[config.mk]
export PLATFORM = sky130hd
export DESIGN_NAME = cpu_core_top
export DESIGN_NICKNAME = d
export VERILOG_FILES = /design/src/hw/cpu_pkg.sv /design/src/hw/mem_port_if.sv /design/src/hw/fetch_unit.sv /design/src/hw/id_stage.sv /design/src/hw/regfile.sv /design/src/hw/execute_unit.sv /design/src/hw/mem_access.sv /design/src/hw/mem_arbiter.sv /design/src/hw/cpu_core_top.sv
export SDC_FILE = /design/constraint.sdc
export NUM_CORES = 2
export LEC_CHECK = 0
export CAP_MARGIN = 10
export CORE_MARGIN = 3
export CORE_UTILIZATION = 40
export DETAILED_ROUTE_END_ITERATION = 12
export DONT_BUFFER_PORTS = 1
export RECOVER_POWER = 50
export SLEW_MARGIN = 20
export SYNTH_ARGS = -nofsm -noshare
export SYNTH_HDL_FRONTEND = slang
export SYNTH_SLANG_ARGS = --single-unit
[constraint.sdc]
create_clock -name clk_i -period 7.6 [get_ports clk_i]
set_clock_uncertainty 0.1 [all_clocks]
set_input_delay 1.14 -clock clk_i [delete_from_list [all_inputs] [get_ports clk_i]]
set_output_delay 1.14 -clock clk_i [all_outputs]
set_load 0.01 [all_outputs]
[src/hw/cpu_pkg.sv]
package cpu_pkg;

    // ~~~~~~~~~~~~~~~~~~~~~~~~~~~~~~~~~~~~~~~~~~~~~~~~~~~~~~~~~~~~~~~~~~~~
    // widths and constants
    // ~~~~~~~~~~~~~~~~~~~~~~~~~~~~~~~~~~~~~~~~~~~~~~~~~~~~~~~~~~~~~~~~~~~~
    localparam int XLEN       = 32;
    localparam int REG_ADDR_W = 5;

    localparam logic [XLEN-1:0]       PC_RESET_ADDR = 32'h0000_0000;
    localparam logic [XLEN-1:0]       ZERO_WORD     = 32'h0000_0000;
    localparam logic [REG_ADDR_W-1:0] REG_ZERO      = 5'd0;

    // ~~~~~~~~~~~~~~~~~~~~~~~~~~~~~~~~~~~~~~~~~~~~~~~~~~~~~~~~~~~~~~~~~~~~
    // decoded operations
    // ~~~~~~~~~~~~~~~~~~~~~~~~~~~~~~~~~~~~~~~~~~~~~~~~~~~~~~~~~~~~~~~~~~~~
    // ADDIU maps to OP_ADDU, ORI to OP_OR
    typedef enum logic [3:0] {
        OP_NOP,
        OP_ADDU,
        OP_SUBU,
        OP_AND,
        OP_OR,
        OP_SLT,
        OP_LUI,
        OP_LW,
        OP_SW,
        OP_BEQ,
        OP_BNE
    } oper_e;

    // primary opcode, inst[31:26]
    typedef enum logic [5:0] {
        SPECIAL = 6'h00,
        BEQ     = 6'h04,
        BNE     = 6'h05,
        ADDIU   = 6'h09,
        ORI     = 6'h0d,
        LUI     = 6'h0f,
        LW      = 6'h23,
        SW      = 6'h2b
    } opcode_e;

    // function field of SPECIAL, inst[5:0]
    typedef enum logic [5:0] {
        ADDU = 6'h21,
        SUBU = 6'h23,
        AND  = 6'h24,
        OR   = 6'h25,
        SLT  = 6'h2a
    } funct_e;

endpackage

[src/hw/mem_port_if.sv]
`timescale 1ns/1ps

interface mem_port_if;

    logic                     req;
    logic                     we;
    logic [cpu_pkg::XLEN-1:0] addr;
    logic [cpu_pkg::XLEN-1:0] wdata;
    logic [cpu_pkg::XLEN-1:0] rdata;
    logic                     gnt;

    // requester side
    modport master (output req, we, addr, wdata, input rdata, gnt);

    // arbiter side
    modport slave (input req, we, addr, wdata, output rdata, gnt);

endinterface

[src/hw/fetch_unit.sv]
`timescale 1ns/1ps

module fetch_unit (
    input  logic                     clk_i,
    input  logic                     arst_n_i,
    input  logic                     hold_i,
    input  logic                     branch_flag_i,
    input  logic [cpu_pkg::XLEN-1:0] branch_target_i,
    mem_port_if.master               imem,
    output logic [cpu_pkg::XLEN-1:0] inst_o,
    output logic [cpu_pkg::XLEN-1:0] pc_o
);

    logic [cpu_pkg::XLEN-1:0] pc_q;
    logic [cpu_pkg::XLEN-1:0] next_pc;
    logic [cpu_pkg::XLEN-1:0] pend_target_q;
    logic                     pend_q;
    logic                     advance;

    assign imem.req   = 1'b1;
    assign imem.we    = 1'b0;
    assign imem.addr  = pc_q;
    assign imem.wdata = cpu_pkg::ZERO_WORD;

    assign advance = imem.gnt && !hold_i;

    // a redirect seen while the port was busy waits for the delay slot fetch
    assign next_pc = branch_flag_i ? branch_target_i :
                     pend_q        ? pend_target_q   : pc_q + 32'd4;

    always_ff @(posedge clk_i or negedge arst_n_i) begin
        if (!arst_n_i) begin
            pc_q   <= cpu_pkg::PC_RESET_ADDR;
            inst_o <= cpu_pkg::ZERO_WORD;
            pend_q <= 1'b0;
        end else if (advance) begin
            pc_q   <= next_pc;
            inst_o <= imem.rdata;
            pend_q <= 1'b0;
        end else begin
            // bubble on a lost grant, keep the word on a load-use hold
            if (!hold_i) begin
                inst_o <= cpu_pkg::ZERO_WORD;
            end
            if (branch_flag_i) begin
                pend_q <= 1'b1;
            end
        end
    end

    always_ff @(posedge clk_i) begin
        if (advance) begin
            pc_o <= pc_q;
        end
        if (branch_flag_i && !advance) begin
            pend_target_q <= branch_target_i;
        end
    end

endmodule

[src/hw/id_stage.sv]
`timescale 1ns/1ps

module id_stage (
    input  logic                           clk_i,
    input  logic                           arst_n_i,
    input  logic [cpu_pkg::XLEN-1:0]       pc_i,
    input  logic [cpu_pkg::XLEN-1:0]       inst_i,

    output logic [cpu_pkg::REG_ADDR_W-1:0] reg1_addr_o,
    output logic [cpu_pkg::REG_ADDR_W-1:0] reg2_addr_o,
    input  logic [cpu_pkg::XLEN-1:0]       reg1_data_i,
    input  logic [cpu_pkg::XLEN-1:0]       reg2_data_i,

    // forwarding from execute and memory
    input  logic                           ex_wreg_write_i,
    input  logic [cpu_pkg::REG_ADDR_W-1:0] ex_wreg_addr_i,
    input  logic [cpu_pkg::XLEN-1:0]       ex_wreg_data_i,
    input  logic                           ex_is_load_i,
    input  logic                           mem_wreg_write_i,
    input  logic [cpu_pkg::REG_ADDR_W-1:0] mem_wreg_addr_i,
    input  logic [cpu_pkg::XLEN-1:0]       mem_wreg_data_i,

    output cpu_pkg::oper_e                 oper_o,
    output logic [cpu_pkg::XLEN-1:0]       reg1_o,
    output logic [cpu_pkg::XLEN-1:0]       reg2_o,
    output logic                           wreg_write_o,
    output logic [cpu_pkg::REG_ADDR_W-1:0] wreg_addr_o,
    output logic                           branch_flag_o,
    output logic [cpu_pkg::XLEN-1:0]       branch_target_o,
    output logic                           load_use_stall_o
);

    cpu_pkg::opcode_e               opcode;
    cpu_pkg::funct_e                funct;
    cpu_pkg::oper_e                 oper;
    logic [cpu_pkg::REG_ADDR_W-1:0] rs;
    logic [cpu_pkg::REG_ADDR_W-1:0] rt;
    logic [cpu_pkg::REG_ADDR_W-1:0] rd;
    logic [cpu_pkg::REG_ADDR_W-1:0] wreg_addr;
    logic [cpu_pkg::XLEN-1:0]       imm;
    logic [cpu_pkg::XLEN-1:0]       op1_raw;
    logic [cpu_pkg::XLEN-1:0]       op1;
    logic [cpu_pkg::XLEN-1:0]       op2;
    logic                           reg1_read;
    logic                           reg2_read;
    logic                           wreg_write;
    logic                           taken;

    assign opcode = cpu_pkg::opcode_e'(inst_i[31:26]);
    assign funct  = cpu_pkg::funct_e'(inst_i[5:0]);
    assign rs     = inst_i[25:21];
    assign rt     = inst_i[20:16];
    assign rd     = inst_i[15:11];

    assign reg1_addr_o = rs;
    assign reg2_addr_o = rt;

    // ~~~~~~~~~~~~~~~~~~~~~~~~~~~~~~~~~~~~~~~~~~~~~~~~~~~~~~~~~~~~~~~~~~~~
    // decode
    // ~~~~~~~~~~~~~~~~~~~~~~~~~~~~~~~~~~~~~~~~~~~~~~~~~~~~~~~~~~~~~~~~~~~~
    always_comb begin
        oper       = cpu_pkg::OP_NOP;
        reg1_read  = 1'b0;
        reg2_read  = 1'b0;
        wreg_write = 1'b0;
        wreg_addr  = rt;
        imm        = {{16{inst_i[15]}}, inst_i[15:0]};
        case (opcode)
            cpu_pkg::SPECIAL: begin
                case (funct)
                    cpu_pkg::ADDU: oper = cpu_pkg::OP_ADDU;
                    cpu_pkg::SUBU: oper = cpu_pkg::OP_SUBU;
                    cpu_pkg::AND:  oper = cpu_pkg::OP_AND;
                    cpu_pkg::OR:   oper = cpu_pkg::OP_OR;
                    cpu_pkg::SLT:  oper = cpu_pkg::OP_SLT;
                    default:       oper = cpu_pkg::OP_NOP;
                endcase
                reg1_read  = (oper != cpu_pkg::OP_NOP);
                reg2_read  = (oper != cpu_pkg::OP_NOP);
                wreg_write = (oper != cpu_pkg::OP_NOP);
                wreg_addr  = rd;
            end
            cpu_pkg::ADDIU: begin
                oper       = cpu_pkg::OP_ADDU;
                reg1_read  = 1'b1;
                wreg_write = 1'b1;
            end
            cpu_pkg::ORI: begin
                oper       = cpu_pkg::OP_OR;
                reg1_read  = 1'b1;
                wreg_write = 1'b1;
                imm        = {16'h0000, inst_i[15:0]};
            end
            cpu_pkg::LUI: begin
                oper       = cpu_pkg::OP_LUI;
                wreg_write = 1'b1;
                imm        = {16'h0000, inst_i[15:0]};
            end
            cpu_pkg::LW: begin
                oper       = cpu_pkg::OP_LW;
                reg1_read  = 1'b1;
                wreg_write = 1'b1;
            end
            cpu_pkg::SW: begin
                oper      = cpu_pkg::OP_SW;
                reg1_read = 1'b1;
                reg2_read = 1'b1;
            end
            cpu_pkg::BEQ, cpu_pkg::BNE: begin
                oper      = (opcode == cpu_pkg::BEQ) ? cpu_pkg::OP_BEQ : cpu_pkg::OP_BNE;
                reg1_read = 1'b1;
                reg2_read = 1'b1;
            end
            default: oper = cpu_pkg::OP_NOP;
        endcase
    end

    // ~~~~~~~~~~~~~~~~~~~~~~~~~~~~~~~~~~~~~~~~~~~~~~~~~~~~~~~~~~~~~~~~~~~~
    // operands, forwarding priority ex > mem > regfile
    // ~~~~~~~~~~~~~~~~~~~~~~~~~~~~~~~~~~~~~~~~~~~~~~~~~~~~~~~~~~~~~~~~~~~~
    function automatic logic [cpu_pkg::XLEN-1:0] pick_operand(
        input logic                           rd_en,
        input logic [cpu_pkg::REG_ADDR_W-1:0] addr,
        input logic [cpu_pkg::XLEN-1:0]       rf_data,
        input logic [cpu_pkg::XLEN-1:0]       imm_val
    );
        if (!rd_en) begin
            return imm_val;
        end
        if (addr == cpu_pkg::REG_ZERO) begin
            return cpu_pkg::ZERO_WORD;
        end
        if (ex_wreg_write_i && ex_wreg_addr_i == addr) begin
            return ex_wreg_data_i;
        end
        if (mem_wreg_write_i && mem_wreg_addr_i == addr) begin
            return mem_wreg_data_i;
        end
        return rf_data;
    endfunction

    always_comb begin
        op1_raw = pick_operand(reg1_read, rs, reg1_data_i, imm);
        op2     = pick_operand(reg2_read, rt, reg2_data_i, imm);
    end

    // base plus offset for memory ops
    assign op1 = (oper == cpu_pkg::OP_LW || oper == cpu_pkg::OP_SW) ? op1_raw + imm : op1_raw;

    // load in execute feeding a source here
    assign load_use_stall_o = ex_is_load_i && ex_wreg_write_i &&
                              ex_wreg_addr_i != cpu_pkg::REG_ZERO &&
                              ((reg1_read && ex_wreg_addr_i == rs) ||
                               (reg2_read && ex_wreg_addr_i == rt));

    // branch resolution, target relative to the delay slot
    assign taken = (oper == cpu_pkg::OP_BEQ && op1_raw == op2) ||
                   (oper == cpu_pkg::OP_BNE && op1_raw != op2);
    assign branch_flag_o   = taken && !load_use_stall_o;
    assign branch_target_o = pc_i + 32'd4 + {imm[29:0], 2'b00};

    // decode/execute register
    always_ff @(posedge clk_i or negedge arst_n_i) begin
        if (!arst_n_i) begin
            oper_o       <= cpu_pkg::OP_NOP;
            wreg_write_o <= 1'b0;
        end else if (load_use_stall_o) begin
            oper_o       <= cpu_pkg::OP_NOP;
            wreg_write_o <= 1'b0;
        end else begin
            oper_o       <= oper;
            wreg_write_o <= wreg_write;
        end
    end

    always_ff @(posedge clk_i) begin
        reg1_o      <= op1;
        reg2_o      <= op2;
        wreg_addr_o <= wreg_addr;
    end

endmodule

[src/hw/regfile.sv]
`timescale 1ns/1ps

module regfile (
    input  logic                           clk_i,
    input  logic                           arst_n_i,
    input  logic [cpu_pkg::REG_ADDR_W-1:0] raddr1_i,
    input  logic [cpu_pkg::REG_ADDR_W-1:0] raddr2_i,
    input  logic                           we_i,
    input  logic [cpu_pkg::REG_ADDR_W-1:0] waddr_i,
    input  logic [cpu_pkg::XLEN-1:0]       wdata_i,
    output logic [cpu_pkg::XLEN-1:0]       rdata1_o,
    output logic [cpu_pkg::XLEN-1:0]       rdata2_o
);

    // r0 has no storage
    logic [cpu_pkg::XLEN-1:0] regs [1:31];

    function automatic logic [cpu_pkg::XLEN-1:0] read_port(
        input logic [cpu_pkg::REG_ADDR_W-1:0] addr
    );
        if (addr == cpu_pkg::REG_ZERO) begin
            return cpu_pkg::ZERO_WORD;
        end
        // write-through to a read in the same cycle
        if (we_i && waddr_i == addr) begin
            return wdata_i;
        end
        return regs[addr];
    endfunction

    always_comb begin
        rdata1_o = read_port(raddr1_i);
        rdata2_o = read_port(raddr2_i);
    end

    always_ff @(posedge clk_i or negedge arst_n_i) begin
        if (!arst_n_i) begin
            for (int i = 1; i < 32; i++) begin
                regs[i] <= cpu_pkg::ZERO_WORD;
            end
        end else if (we_i && waddr_i != cpu_pkg::REG_ZERO) begin
            regs[waddr_i] <= wdata_i;
        end
    end

endmodule

[src/hw/execute_unit.sv]
`timescale 1ns/1ps

module execute_unit (
    input  logic                           clk_i,
    input  logic                           arst_n_i,
    input  cpu_pkg::oper_e                 oper_i,
    input  logic [cpu_pkg::XLEN-1:0]       reg1_i,
    input  logic [cpu_pkg::XLEN-1:0]       reg2_i,
    input  logic                           wreg_write_i,
    input  logic [cpu_pkg::REG_ADDR_W-1:0] wreg_addr_i,

    output cpu_pkg::oper_e                 oper_o,
    output logic [cpu_pkg::XLEN-1:0]       result_o,
    output logic [cpu_pkg::XLEN-1:0]       store_data_o,
    output logic                           wreg_write_o,
    output logic [cpu_pkg::REG_ADDR_W-1:0] wreg_addr_o,

    // forwarding back to decode
    output logic [cpu_pkg::XLEN-1:0]       wreg_data_o,
    output logic                           is_load_o
);

    logic [cpu_pkg::XLEN-1:0] result;

    // ~~~~~~~~~~~~~~~~~~~~~~~~~~~~~~~~~~~~~~~~~~~~~~~~~~~~~~~~~~~~~~~~~~~~
    // alu
    // ~~~~~~~~~~~~~~~~~~~~~~~~~~~~~~~~~~~~~~~~~~~~~~~~~~~~~~~~~~~~~~~~~~~~
    always_comb begin
        case (oper_i)
            cpu_pkg::OP_ADDU: result = reg1_i + reg2_i;
            cpu_pkg::OP_SUBU: result = reg1_i - reg2_i;
            cpu_pkg::OP_AND:  result = reg1_i & reg2_i;
            cpu_pkg::OP_OR:   result = reg1_i | reg2_i;
            cpu_pkg::OP_SLT:  result = {31'd0, $signed(reg1_i) < $signed(reg2_i)};
            cpu_pkg::OP_LUI:  result = {reg2_i[15:0], 16'h0000};
            // address already folded in decode
            cpu_pkg::OP_LW,
            cpu_pkg::OP_SW:   result = reg1_i;
            default:          result = cpu_pkg::ZERO_WORD;
        endcase
    end

    assign wreg_data_o = result;
    assign is_load_o   = (oper_i == cpu_pkg::OP_LW);

    // execute/memory register
    always_ff @(posedge clk_i or negedge arst_n_i) begin
        if (!arst_n_i) begin
            oper_o       <= cpu_pkg::OP_NOP;
            wreg_write_o <= 1'b0;
        end else begin
            oper_o       <= oper_i;
            wreg_write_o <= wreg_write_i;
        end
    end

    always_ff @(posedge clk_i) begin
        result_o     <= result;
        store_data_o <= reg2_i;
        wreg_addr_o  <= wreg_addr_i;
    end

endmodule

[src/hw/mem_access.sv]
`timescale 1ns/1ps

module mem_access (
    input  logic                           clk_i,
    input  logic                           arst_n_i,
    input  cpu_pkg::oper_e                 oper_i,
    input  logic [cpu_pkg::XLEN-1:0]       result_i,
    input  logic [cpu_pkg::XLEN-1:0]       store_data_i,
    input  logic                           wreg_write_i,
    input  logic [cpu_pkg::REG_ADDR_W-1:0] wreg_addr_i,
    mem_port_if.master                     dmem,
    output logic                           wb_write_o,
    output logic [cpu_pkg::REG_ADDR_W-1:0] wb_addr_o,
    output logic [cpu_pkg::XLEN-1:0]       wb_data_o,
    output logic [cpu_pkg::XLEN-1:0]       mem_wreg_data_o
);

    logic is_load;
    logic is_store;

    assign is_load  = (oper_i == cpu_pkg::OP_LW);
    assign is_store = (oper_i == cpu_pkg::OP_SW);

    assign dmem.req   = is_load || is_store;
    assign dmem.we    = is_store;
    assign dmem.addr  = result_i;
    assign dmem.wdata = store_data_i;

    // memory answers in the same cycle
    assign mem_wreg_data_o = (is_load && dmem.gnt) ? dmem.rdata : result_i;

    // memory/write-back register
    always_ff @(posedge clk_i or negedge arst_n_i) begin
        if (!arst_n_i) begin
            wb_write_o <= 1'b0;
        end else begin
            wb_write_o <= wreg_write_i;
        end
    end

    always_ff @(posedge clk_i) begin
        wb_addr_o <= wreg_addr_i;
        wb_data_o <= mem_wreg_data_o;
    end

endmodule

[src/hw/mem_arbiter.sv]
`timescale 1ns/1ps

module mem_arbiter (
    input  logic                     clk_i,
    input  logic                     arst_n_i,
    mem_port_if.slave                imem,
    mem_port_if.slave                dmem,
    output logic                     mem_req_o,
    output logic                     mem_we_o,
    output logic [cpu_pkg::XLEN-1:0] mem_addr_o,
    output logic [cpu_pkg::XLEN-1:0] mem_wdata_o,
    input  logic [cpu_pkg::XLEN-1:0] mem_rdata_i
);

    // data port owned the memory last cycle
    logic data_owner_q;

    // fixed priority, data first
    assign dmem.gnt = dmem.req;
    assign imem.gnt = imem.req && !dmem.req;

    assign mem_req_o  = imem.req || dmem.req;
    assign mem_we_o   = dmem.req && dmem.we;
    assign mem_addr_o = dmem.req ? dmem.addr : imem.addr;

    // write data stays on the data side for a cycle after a data access
    assign mem_wdata_o = (dmem.req || data_owner_q) ? dmem.wdata : cpu_pkg::ZERO_WORD;

    assign imem.rdata = mem_rdata_i;
    assign dmem.rdata = mem_rdata_i;

    always_ff @(posedge clk_i or negedge arst_n_i) begin
        if (!arst_n_i) begin
            data_owner_q <= 1'b0;
        end else begin
            data_owner_q <= dmem.gnt;
        end
    end

endmodule

[src/hw/cpu_core_top.sv]
`timescale 1ns/1ps

module cpu_core_top (
    input  logic                     clk_i,
    input  logic                     arst_n_i,
    output logic                     mem_req_o,
    output logic                     mem_we_o,
    output logic [cpu_pkg::XLEN-1:0] mem_addr_o,
    output logic [cpu_pkg::XLEN-1:0] mem_wdata_o,
    input  logic [cpu_pkg::XLEN-1:0] mem_rdata_i
);

    // fetch/decode
    logic [cpu_pkg::XLEN-1:0]       if_inst;
    logic [cpu_pkg::XLEN-1:0]       if_pc;
    logic                           branch_flag;
    logic [cpu_pkg::XLEN-1:0]       branch_target;
    logic                           load_use_stall;

    // regfile
    logic [cpu_pkg::REG_ADDR_W-1:0] rf_raddr1;
    logic [cpu_pkg::REG_ADDR_W-1:0] rf_raddr2;
    logic [cpu_pkg::XLEN-1:0]       rf_rdata1;
    logic [cpu_pkg::XLEN-1:0]       rf_rdata2;

    // decode/execute
    cpu_pkg::oper_e                 id_oper;
    logic [cpu_pkg::XLEN-1:0]       id_reg1;
    logic [cpu_pkg::XLEN-1:0]       id_reg2;
    logic                           id_wreg_write;
    logic [cpu_pkg::REG_ADDR_W-1:0] id_wreg_addr;

    // execute/memory
    cpu_pkg::oper_e                 ex_oper;
    logic [cpu_pkg::XLEN-1:0]       ex_result;
    logic [cpu_pkg::XLEN-1:0]       ex_store_data;
    logic                           ex_wreg_write;
    logic [cpu_pkg::REG_ADDR_W-1:0] ex_wreg_addr;
    logic [cpu_pkg::XLEN-1:0]       ex_fwd_data;
    logic                           ex_is_load;

    // memory/write-back
    logic                           wb_write;
    logic [cpu_pkg::REG_ADDR_W-1:0] wb_addr;
    logic [cpu_pkg::XLEN-1:0]       wb_data;
    logic [cpu_pkg::XLEN-1:0]       mem_fwd_data;

    mem_port_if imem_if ();
    mem_port_if dmem_if ();

    fetch_unit u_fetch_unit (
        .clk_i           (clk_i),
        .arst_n_i        (arst_n_i),
        .hold_i          (load_use_stall),
        .branch_flag_i   (branch_flag),
        .branch_target_i (branch_target),
        .imem            (imem_if.master),
        .inst_o          (if_inst),
        .pc_o            (if_pc)
    );

    id_stage u_id_stage (
        .clk_i            (clk_i),
        .arst_n_i         (arst_n_i),
        .pc_i             (if_pc),
        .inst_i           (if_inst),
        .reg1_addr_o      (rf_raddr1),
        .reg2_addr_o      (rf_raddr2),
        .reg1_data_i      (rf_rdata1),
        .reg2_data_i      (rf_rdata2),
        .ex_wreg_write_i  (id_wreg_write),
        .ex_wreg_addr_i   (id_wreg_addr),
        .ex_wreg_data_i   (ex_fwd_data),
        .ex_is_load_i     (ex_is_load),
        .mem_wreg_write_i (ex_wreg_write),
        .mem_wreg_addr_i  (ex_wreg_addr),
        .mem_wreg_data_i  (mem_fwd_data),
        .oper_o           (id_oper),
        .reg1_o           (id_reg1),
        .reg2_o           (id_reg2),
        .wreg_write_o     (id_wreg_write),
        .wreg_addr_o      (id_wreg_addr),
        .branch_flag_o    (branch_flag),
        .branch_target_o  (branch_target),
        .load_use_stall_o (load_use_stall)
    );

    regfile u_regfile (
        .clk_i    (clk_i),
        .arst_n_i (arst_n_i),
        .raddr1_i (rf_raddr1),
        .raddr2_i (rf_raddr2),
        .we_i     (wb_write),
        .waddr_i  (wb_addr),
        .wdata_i  (wb_data),
        .rdata1_o (rf_rdata1),
        .rdata2_o (rf_rdata2)
    );

    execute_unit u_execute_unit (
        .clk_i        (clk_i),
        .arst_n_i     (arst_n_i),
        .oper_i       (id_oper),
        .reg1_i       (id_reg1),
        .reg2_i       (id_reg2),
        .wreg_write_i (id_wreg_write),
        .wreg_addr_i  (id_wreg_addr),
        .oper_o       (ex_oper),
        .result_o     (ex_result),
        .store_data_o (ex_store_data),
        .wreg_write_o (ex_wreg_write),
        .wreg_addr_o  (ex_wreg_addr),
        .wreg_data_o  (ex_fwd_data),
        .is_load_o    (ex_is_load)
    );

    mem_access u_mem_access (
        .clk_i           (clk_i),
        .arst_n_i        (arst_n_i),
        .oper_i          (ex_oper),
        .result_i        (ex_result),
        .store_data_i    (ex_store_data),
        .wreg_write_i    (ex_wreg_write),
        .wreg_addr_i     (ex_wreg_addr),
        .dmem            (dmem_if.master),
        .wb_write_o      (wb_write),
        .wb_addr_o       (wb_addr),
        .wb_data_o       (wb_data),
        .mem_wreg_data_o (mem_fwd_data)
    );

    mem_arbiter u_mem_arbiter (
        .clk_i       (clk_i),
        .arst_n_i    (arst_n_i),
        .imem        (imem_if.slave),
        .dmem        (dmem_if.slave),
        .mem_req_o   (mem_req_o),
        .mem_we_o    (mem_we_o),
        .mem_addr_o  (mem_addr_o),
        .mem_wdata_o (mem_wdata_o),
        .mem_rdata_i (mem_rdata_i)
    );

endmodule

=== Yosys cells after proc, flatten, opt, wreduce, memory -nomap -nowiden ===
Cells that the tools add are included.

* Muxes and demuxes: 77
* Bitwise operators: 5
* Reduce and logical (&&, ||, !) cells: 41
* Add/subtract/negate cells: 6
* Equal/unequal tests: 35
* Magnitude comparators: 5

{| class="wikitable"
|+ Operator list
! operator !! count
|-
| 32-bit 2-to-1 mux || 38
|-
| 992-bit bitwise mux || 1
|-
| 32-bit binary-select mux with 5-bit select || 2
|-
| 32-bit case mux with 7 select lines || 1
|-
| 32-bit demux with 5-bit select || 1
|-
| 32-bit adder || 3
|-
| 32-bit by 3-bit adder with 32-bit output, second input constant || 2
|-
| 6-bit == test, second input constant || 7
|-
| 32-bit bitwise AND || 1
|-
| 32-bit == test || 1
|-
| 32-bit less-than comparator || 1
|-
| 32-bit != test || 1
|-
| 32-bit OR || 1
|-
| 32-bit subtractor || 1
|-
| 5-bit == test || 6
|-
| 4-bit case mux with 7 select lines || 1
|-
| 1-bit 2-to-1 mux || 25
|-
| 4-bit by 3-bit == test with 1-bit output, second input constant || 6
|-
| 4-bit == test, second input constant || 5
|-
| 1-bit logical AND || 20
|-
| 6-bit by 4-bit == test with 1-bit output, second input constant || 3
|-
| 6-bit >= comparator, second input constant || 3
|-
| 5-bit inverter with 6-bit output || 3
|-
| 3-bit case mux with 5 select lines || 1
|-
| other kinds (20) || 35
|}

* Word-level logic and storage cells: 219
* Register bits: 1308
* Output and inout port bits: 66
* Input bits: 34

=== Logic depth before layout (Yosys ltp) ===
* Word-level depth: 21
* Depth in mapped cells: 33
* Depth with buffers taken out: 32

=== By module ===
From an unflattened synthesis, not the netlist that was laid out.

* Cells, all modules: 6380
* Area total of the unflattened synthesis: 77149.0 µm²

{| class="wikitable"
|+ By module, submodules not included
! module !! area an instance (µm²) !! cells each !! seq. area each (µm²) !! times used
|-
| regfile || 53597.7 || 3669 || 24823.8 || 1
|-
| id_stage || 8075.2 || 1041 || 1506.4 || 1
|-
| execute_unit || 6774.0 || 864 || 1506.4 || 1
|-
| fetch_unit || 5676.7 || 522 || 3548.4 || 1
|-
| mem_access || 1805.5 || 141 || 765.7 || 1
|-
| mem_arbiter || 1219.9 || 143 || 25.0 || 1
|}

=== Worst setup path before layout ===
No wires, ideal clock.

* Path kind: register to register
* Start: register u_id_stage.reg1_o[0] (netlist bit)
* End: register u_id_stage.reg1_o[31] (netlist bit)
* Library setup time: 129 ps
* Data required time: 7371 ps
* Clock period less this slack: 6240 ps
* Arrival: 6012 ps
* Path buffers: 0
* Slack: 1360 ps
* Cell stages (with the launch flop): 31
* Path through: dfxtp_1 > inv_1 > ha_1 > fa_1 > o21bai_1 > o211ai_1 > a211oi_2 > a2111oi_2 > o21a_1 > o21ai_1 > a31oi_1 > o31ai_1 > o21ai_1 > o21a_1 > ha_1 > a21o_1 > a21oi_1 > nor2b_1 > o41a_1 > o41ai_1 > o211a_1 > a21oi_1 > a21oi_1 > a21oi_1 > a211oi_1 > nor2_1 > a21o_1 > a21oi_1 > xnor2_1 > nand2_1 > xnor2_1

* Cells in the longest elaborated chain, start to end: 10
* Elaborated cells between the ends (all ways): 14
* Those cells by class: add/sub: 3; order compare: 1; mux: 8; bitwise: 2

{| class="wikitable"
|+ RTL lines
! item !! RTL line !! RTL
|-
| start: declaration || id_stage.sv:24 || <nowiki>output logic [cpu_pkg::XLEN-1:0] reg1_o,</nowiki>
|-
| start signal: assignment || id_stage.sv:177 || <nowiki>reg1_o <= op1;</nowiki>
|-
| 32-bit subtractor, or another cell as far along || execute_unit.sv:31 || <nowiki>cpu_pkg::OP_SUBU: result = reg1_i - reg2_i;</nowiki>
|-
| 32-bit case mux with 7 select lines (*) || execute_unit.sv:29 || <nowiki>case (oper_i)</nowiki>
|-
| 32-bit 2-to-1 mux (*) || id_stage.sv:133 || <nowiki>if (ex_wreg_write_i && ex_wreg_addr_i == addr) begin</nowiki>
|-
| 32-bit 2-to-1 mux || id_stage.sv:136 || <nowiki>if (mem_wreg_write_i && mem_wreg_addr_i == addr) begin</nowiki>
|-
| 32-bit 2-to-1 mux || id_stage.sv:139 || <nowiki>return rf_data;</nowiki>
|-
| 32-bit 2-to-1 mux (*) || id_stage.sv:136 ||
|-
| 32-bit 2-to-1 mux (*) || id_stage.sv:133 ||
|-
| 32-bit 2-to-1 mux (*) || id_stage.sv:130 || <nowiki>if (addr == cpu_pkg::REG_ZERO) begin</nowiki>
|-
| 32-bit adder || id_stage.sv:148 || <nowiki>assign op1 = (oper == cpu_pkg::OP_LW || oper == cpu_pkg::OP_SW) ? op1_raw + imm : op1_raw;</nowiki>
|-
| 32-bit 2-to-1 mux (*) || id_stage.sv:148 ||
|-
| via u_id_stage.op1, one bit || id_stage.sv:42 || <nowiki>logic [cpu_pkg::XLEN-1:0] op1;</nowiki>
|}

The timed path passes the listed nets; every way through them passes the cells marked *.
A chain may end at the register's enable or synchronous reset.

=== Worst setup path in the final report ===
Ends and elaborated chain as after synthesis.

==> reports/qor.txt <==
Status -> finished with violations
Violated checks -> capacitance limit, slew limit
Crit path arrival time -> 7.78 ns
Power Dens Cells -> 239 mW/mm^2
ANT nets after route -> 0
Library cells used by synthesis -> 109
Reg-to-reg setup timing slack -> 0.41 ns
CP top delay family -> compound AO/OA/AOI/OAI gates
Buf/Inv on CP -> 2
Critical path's slowest cell -> o41ai_1
Hold slack -> 0.273 ns
Layout Nets -> 6392
Min-Delay Path Class -> reg2reg
Clock slew at reported path FFs -> 0.06 ns
DIE AREA -> 0.197 sq mm
Leakage Power -> 37.2 nW
Post-Route WL -> 272000 microns
Root Driver -> clkbuf_16
I/O pin count -> 100
Worst-path fanout max -> 4
Worst vdd ir -> 0.200 mV
Worst-Margin Slew -> 4.05 ns
Htree depth -> 4
DR iter-0 viols -> 5946
Yosys warns -> 0
Final setup fails -> 0
CTS Sinks -> 1308
Post-synthesis cell type with the largest combined area -> dfrtp_1
Max-slew violations -> 756
Hold Startpoint -> u_id_stage.reg2_o[13]
Max-cap violations -> 12
Hold Crit Depth -> 0
Reg-to-reg startpoint -> u_id_stage.reg1_o[0]
PortBufs -> 0
Gpl congestion -> 0.976
Die Y -> 444 microns
Core area -> 0.189 sq mm
Worst setup EP type -> register
DRC errors left -> 0
Cell count after synthesis -> 6332
Top-area cell type share of the netlist area -> 0.349
Fin crit share -> 0.947
Via density per instance -> 6.37
Initial core utilization -> 0.405
Fin Setup TNS -> 0 ns
WL/cell -> 30.9 microns
Seq/Total Area, Yosys -> 0.420
Post-synth ARST share -> 0.817
Crit path time final -> 7.19 ns
Reg2reg path depth -> 31
Hold Buf Count CTS -> 0
Synthesis-stage register bit count -> 1308
TritonCTS clock tree -> yes
RSZ-0062 raised after global routing -> no
Crit start category -> register
Post-Syn Area -> 0.0766 sq mm
CP Class -> reg2reg
Site Rows -> 159
Hold endpoint -> u_execute_unit.store_data_o[13]
Via count -> 56100
Layout cells sized above 1 -> 0.341
First-pass DRT Iterations -> 8
Post-DP HPWL -> 178000 microns
Total track usage -> 0.271
Vias in the first global route -> 55200
Crit-path max cell delay -> 0.44 ns
Overflow after GRT -> 0
Mean post-synth cell area -> 12.1 sq um
Required time worst endpoint -> 8.19 ns
Commonest non-fill, non-tap cells in the layout -> 1117 x mux2_2, 1058 x dfrtp_1, 469 x mux4_2
Maximum buffer depth of the clock tree -> 3
Most common cell on crit path -> a21oi_1
Initial antenna violation count -> 19
Most used DFF post-synth -> dfrtp_1
Layout Area Growth over Synthesis -> 10.2%
Slew Limit Headroom -> -1.70
TritonCTS Buffers -> 148
Top cells by area, synth -> dfrtp_1 35%, mux2_2 17%, mux4_2 14%
Die width -> 444 microns
First-pass GRT wire length -> 395000 microns
Most common cell after layout, fill and taps aside -> mux2_2
Skew-Pair Late Insertion Delay -> 0.83 ns
Fin util -> 0.447
Reg2reg end -> u_id_stage.reg1_o[31]
FMAX -> 139 MHz
Syn Nets -> 6557
Final hold vios -> 0
Largest net degree at the start of global routing -> 193
Post-synth EDFFs -> 64
[power by group]
group | total [mW] | switching (mW) | leakage, nW | internal, mW
sequential | 8.45 | 0.828 | 16.8 | 7.62
combinational | 4.29 | 2.57 | 18.0 | 1.71
clock | 7.41 | 3.17 | 2.43 | 4.23
total | 20.1 | 6.57 | 37.2 | 13.6
[stage by stage]
step | cells | instance area (sq um) | setup WS, ns | total power [mW]
after floorplan | 6332 | 76600 | 1.36 | 11.2
after global placement | 8509 | 79400 | 0.401 | 12.7
after detailed placement | 8509 | 79400 | 0.362 | 12.8
after CTS | 8781 | 84400 | 0.347 | 20.2
after global routing | 8790 | 84400 | 0.0164 | 21.0
final | 8803 | 84400 | 0.406 | 20.1
[cells by family after synthesis]
| family | Yosys count | synth area share |
|---|---|---|
| other | 1 | 0.0000490 |
| AOI/OAI and AO/OA | 1079 | 0.0951 |
| and+or+nand+nor | 1166 | 0.0731 |
| muxes | 1751 | 0.324 |
| xor gates and xnor gates | 136 | 0.0155 |
| DFF | 1308 | 0.420 |
| adders and majority gates | 191 | 0.0316 |
| buffers and inverters | 700 | 0.0407 |
[Yosys cell counts (47+ instances only)]
library cell	count
o21ai_0	237
clkbuf_1	297
inv_1	170
mux4_2	469
nand3_1	98
dfrtp_1	1069
mux2_2	1133
nor2_1	301
nand2_1	357
a22oi_1	55
xor2_1	58
a221oi_1	49
ha_1	187
a21oi_1	232
nor2b_1	84
mux2i_1	149
buf_1	66
xnor2_1	78
nor3_1	80
o211ai_1	47
dfxtp_1	175
edfxtp_1	64
buf_2	90
[worst register-to-register path, delay by kind of cell (launching register included)]
| family | cells | cell delay (ns) |
|---|---|---|
| AND/OR/NAND/NOR | 3 | 0.25 |
| adder cells (fa/ha/maj) | 3 | 0.90 |
| AO/OA/AOI/OAI | 21 | 4.88 |
| flip-flops | 1 | 0.36 |
| XOR/XNOR | 2 | 0.30 |
| buffers and inverters | 2 | 0.29 |
[worst max path at each step]
| stage | start | to | slack (ns) | depth (start not counted) |
|---|---|---|---|---|
| after floorplan | u_id_stage.reg1_o[0] | u_id_stage.reg1_o[31] | 1.36 | 30 |
| after global placement | u_id_stage.reg1_o[0] | u_id_stage.reg1_o[31] | 0.40 | 31 |
| after detailed placement | u_id_stage.reg1_o[0] | u_id_stage.reg1_o[31] | 0.36 | 31 |
| after CTS | u_id_stage.reg1_o[0] | u_id_stage.reg1_o[31] | 0.35 | 31 |
| after global routing | arst_n_i | u_regfile.regs[556] | 0.02 | 3 |
| final | u_id_stage.reg1_o[0] | u_id_stage.reg1_o[31] | 0.41 | 31 |
[per-layer routing]
metal / part of all wire / wire [microns] / up-vias / track usage
met4: 0.057 / 15400 / 14 / 0.139
met5: 0.00037 / 101 / - / 0
met3: 0.091 / 24700 / 670 / 0.0654
li1: - / - / 23500 / -
met1: 0.40 / 109000 / 29100 / 0.357
met2: 0.45 / 123000 / 2732 / 0.416
[state kept, by name, indices dropped and copies added, names as in the netlist, 4 cells and up]
| signal | flops |
|---|---|
| u_fetch_unit.imem.addr | 32 |
| u_id_stage.reg1_o | 32 |
| u_fetch_unit.pend_target_q | 32 |
| u_id_stage.reg2_o | 32 |
| u_id_stage.wreg_addr_o | 5 |
| u_id_stage.oper_o | 4 |
| u_execute_unit.oper_o | 4 |
| u_execute_unit.wreg_addr_o | 5 |
| u_execute_unit.result_o | 32 |
| u_execute_unit.store_data_o | 32 |
| u_fetch_unit.inst_o | 32 |
| u_regfile.regs | 992 |
| u_mem_access.wb_data_o | 32 |
| u_fetch_unit.pc_o | 32 |
| u_mem_access.wb_addr_o | 5 |
[final cells by class]
type	instances	area [sq um]
Multi-Input combinational cell	4324	41500
Antenna cell	19	47.5
Tap cell	2495	3120
Sequential cell	1308	32200
Clock buffer	217	4270
Timing Repair Buffer	212	1770
Fill cell	17200	105000
Clock inverter	55	771
Inverter	173	651
[what timing repair did]
action,4_1_cts,5_1_grt
endpoints found under the setup margin,0,3
setup buffers,0,1
gates resized for setup,0,3
Power figures use the tool's default switching activity.
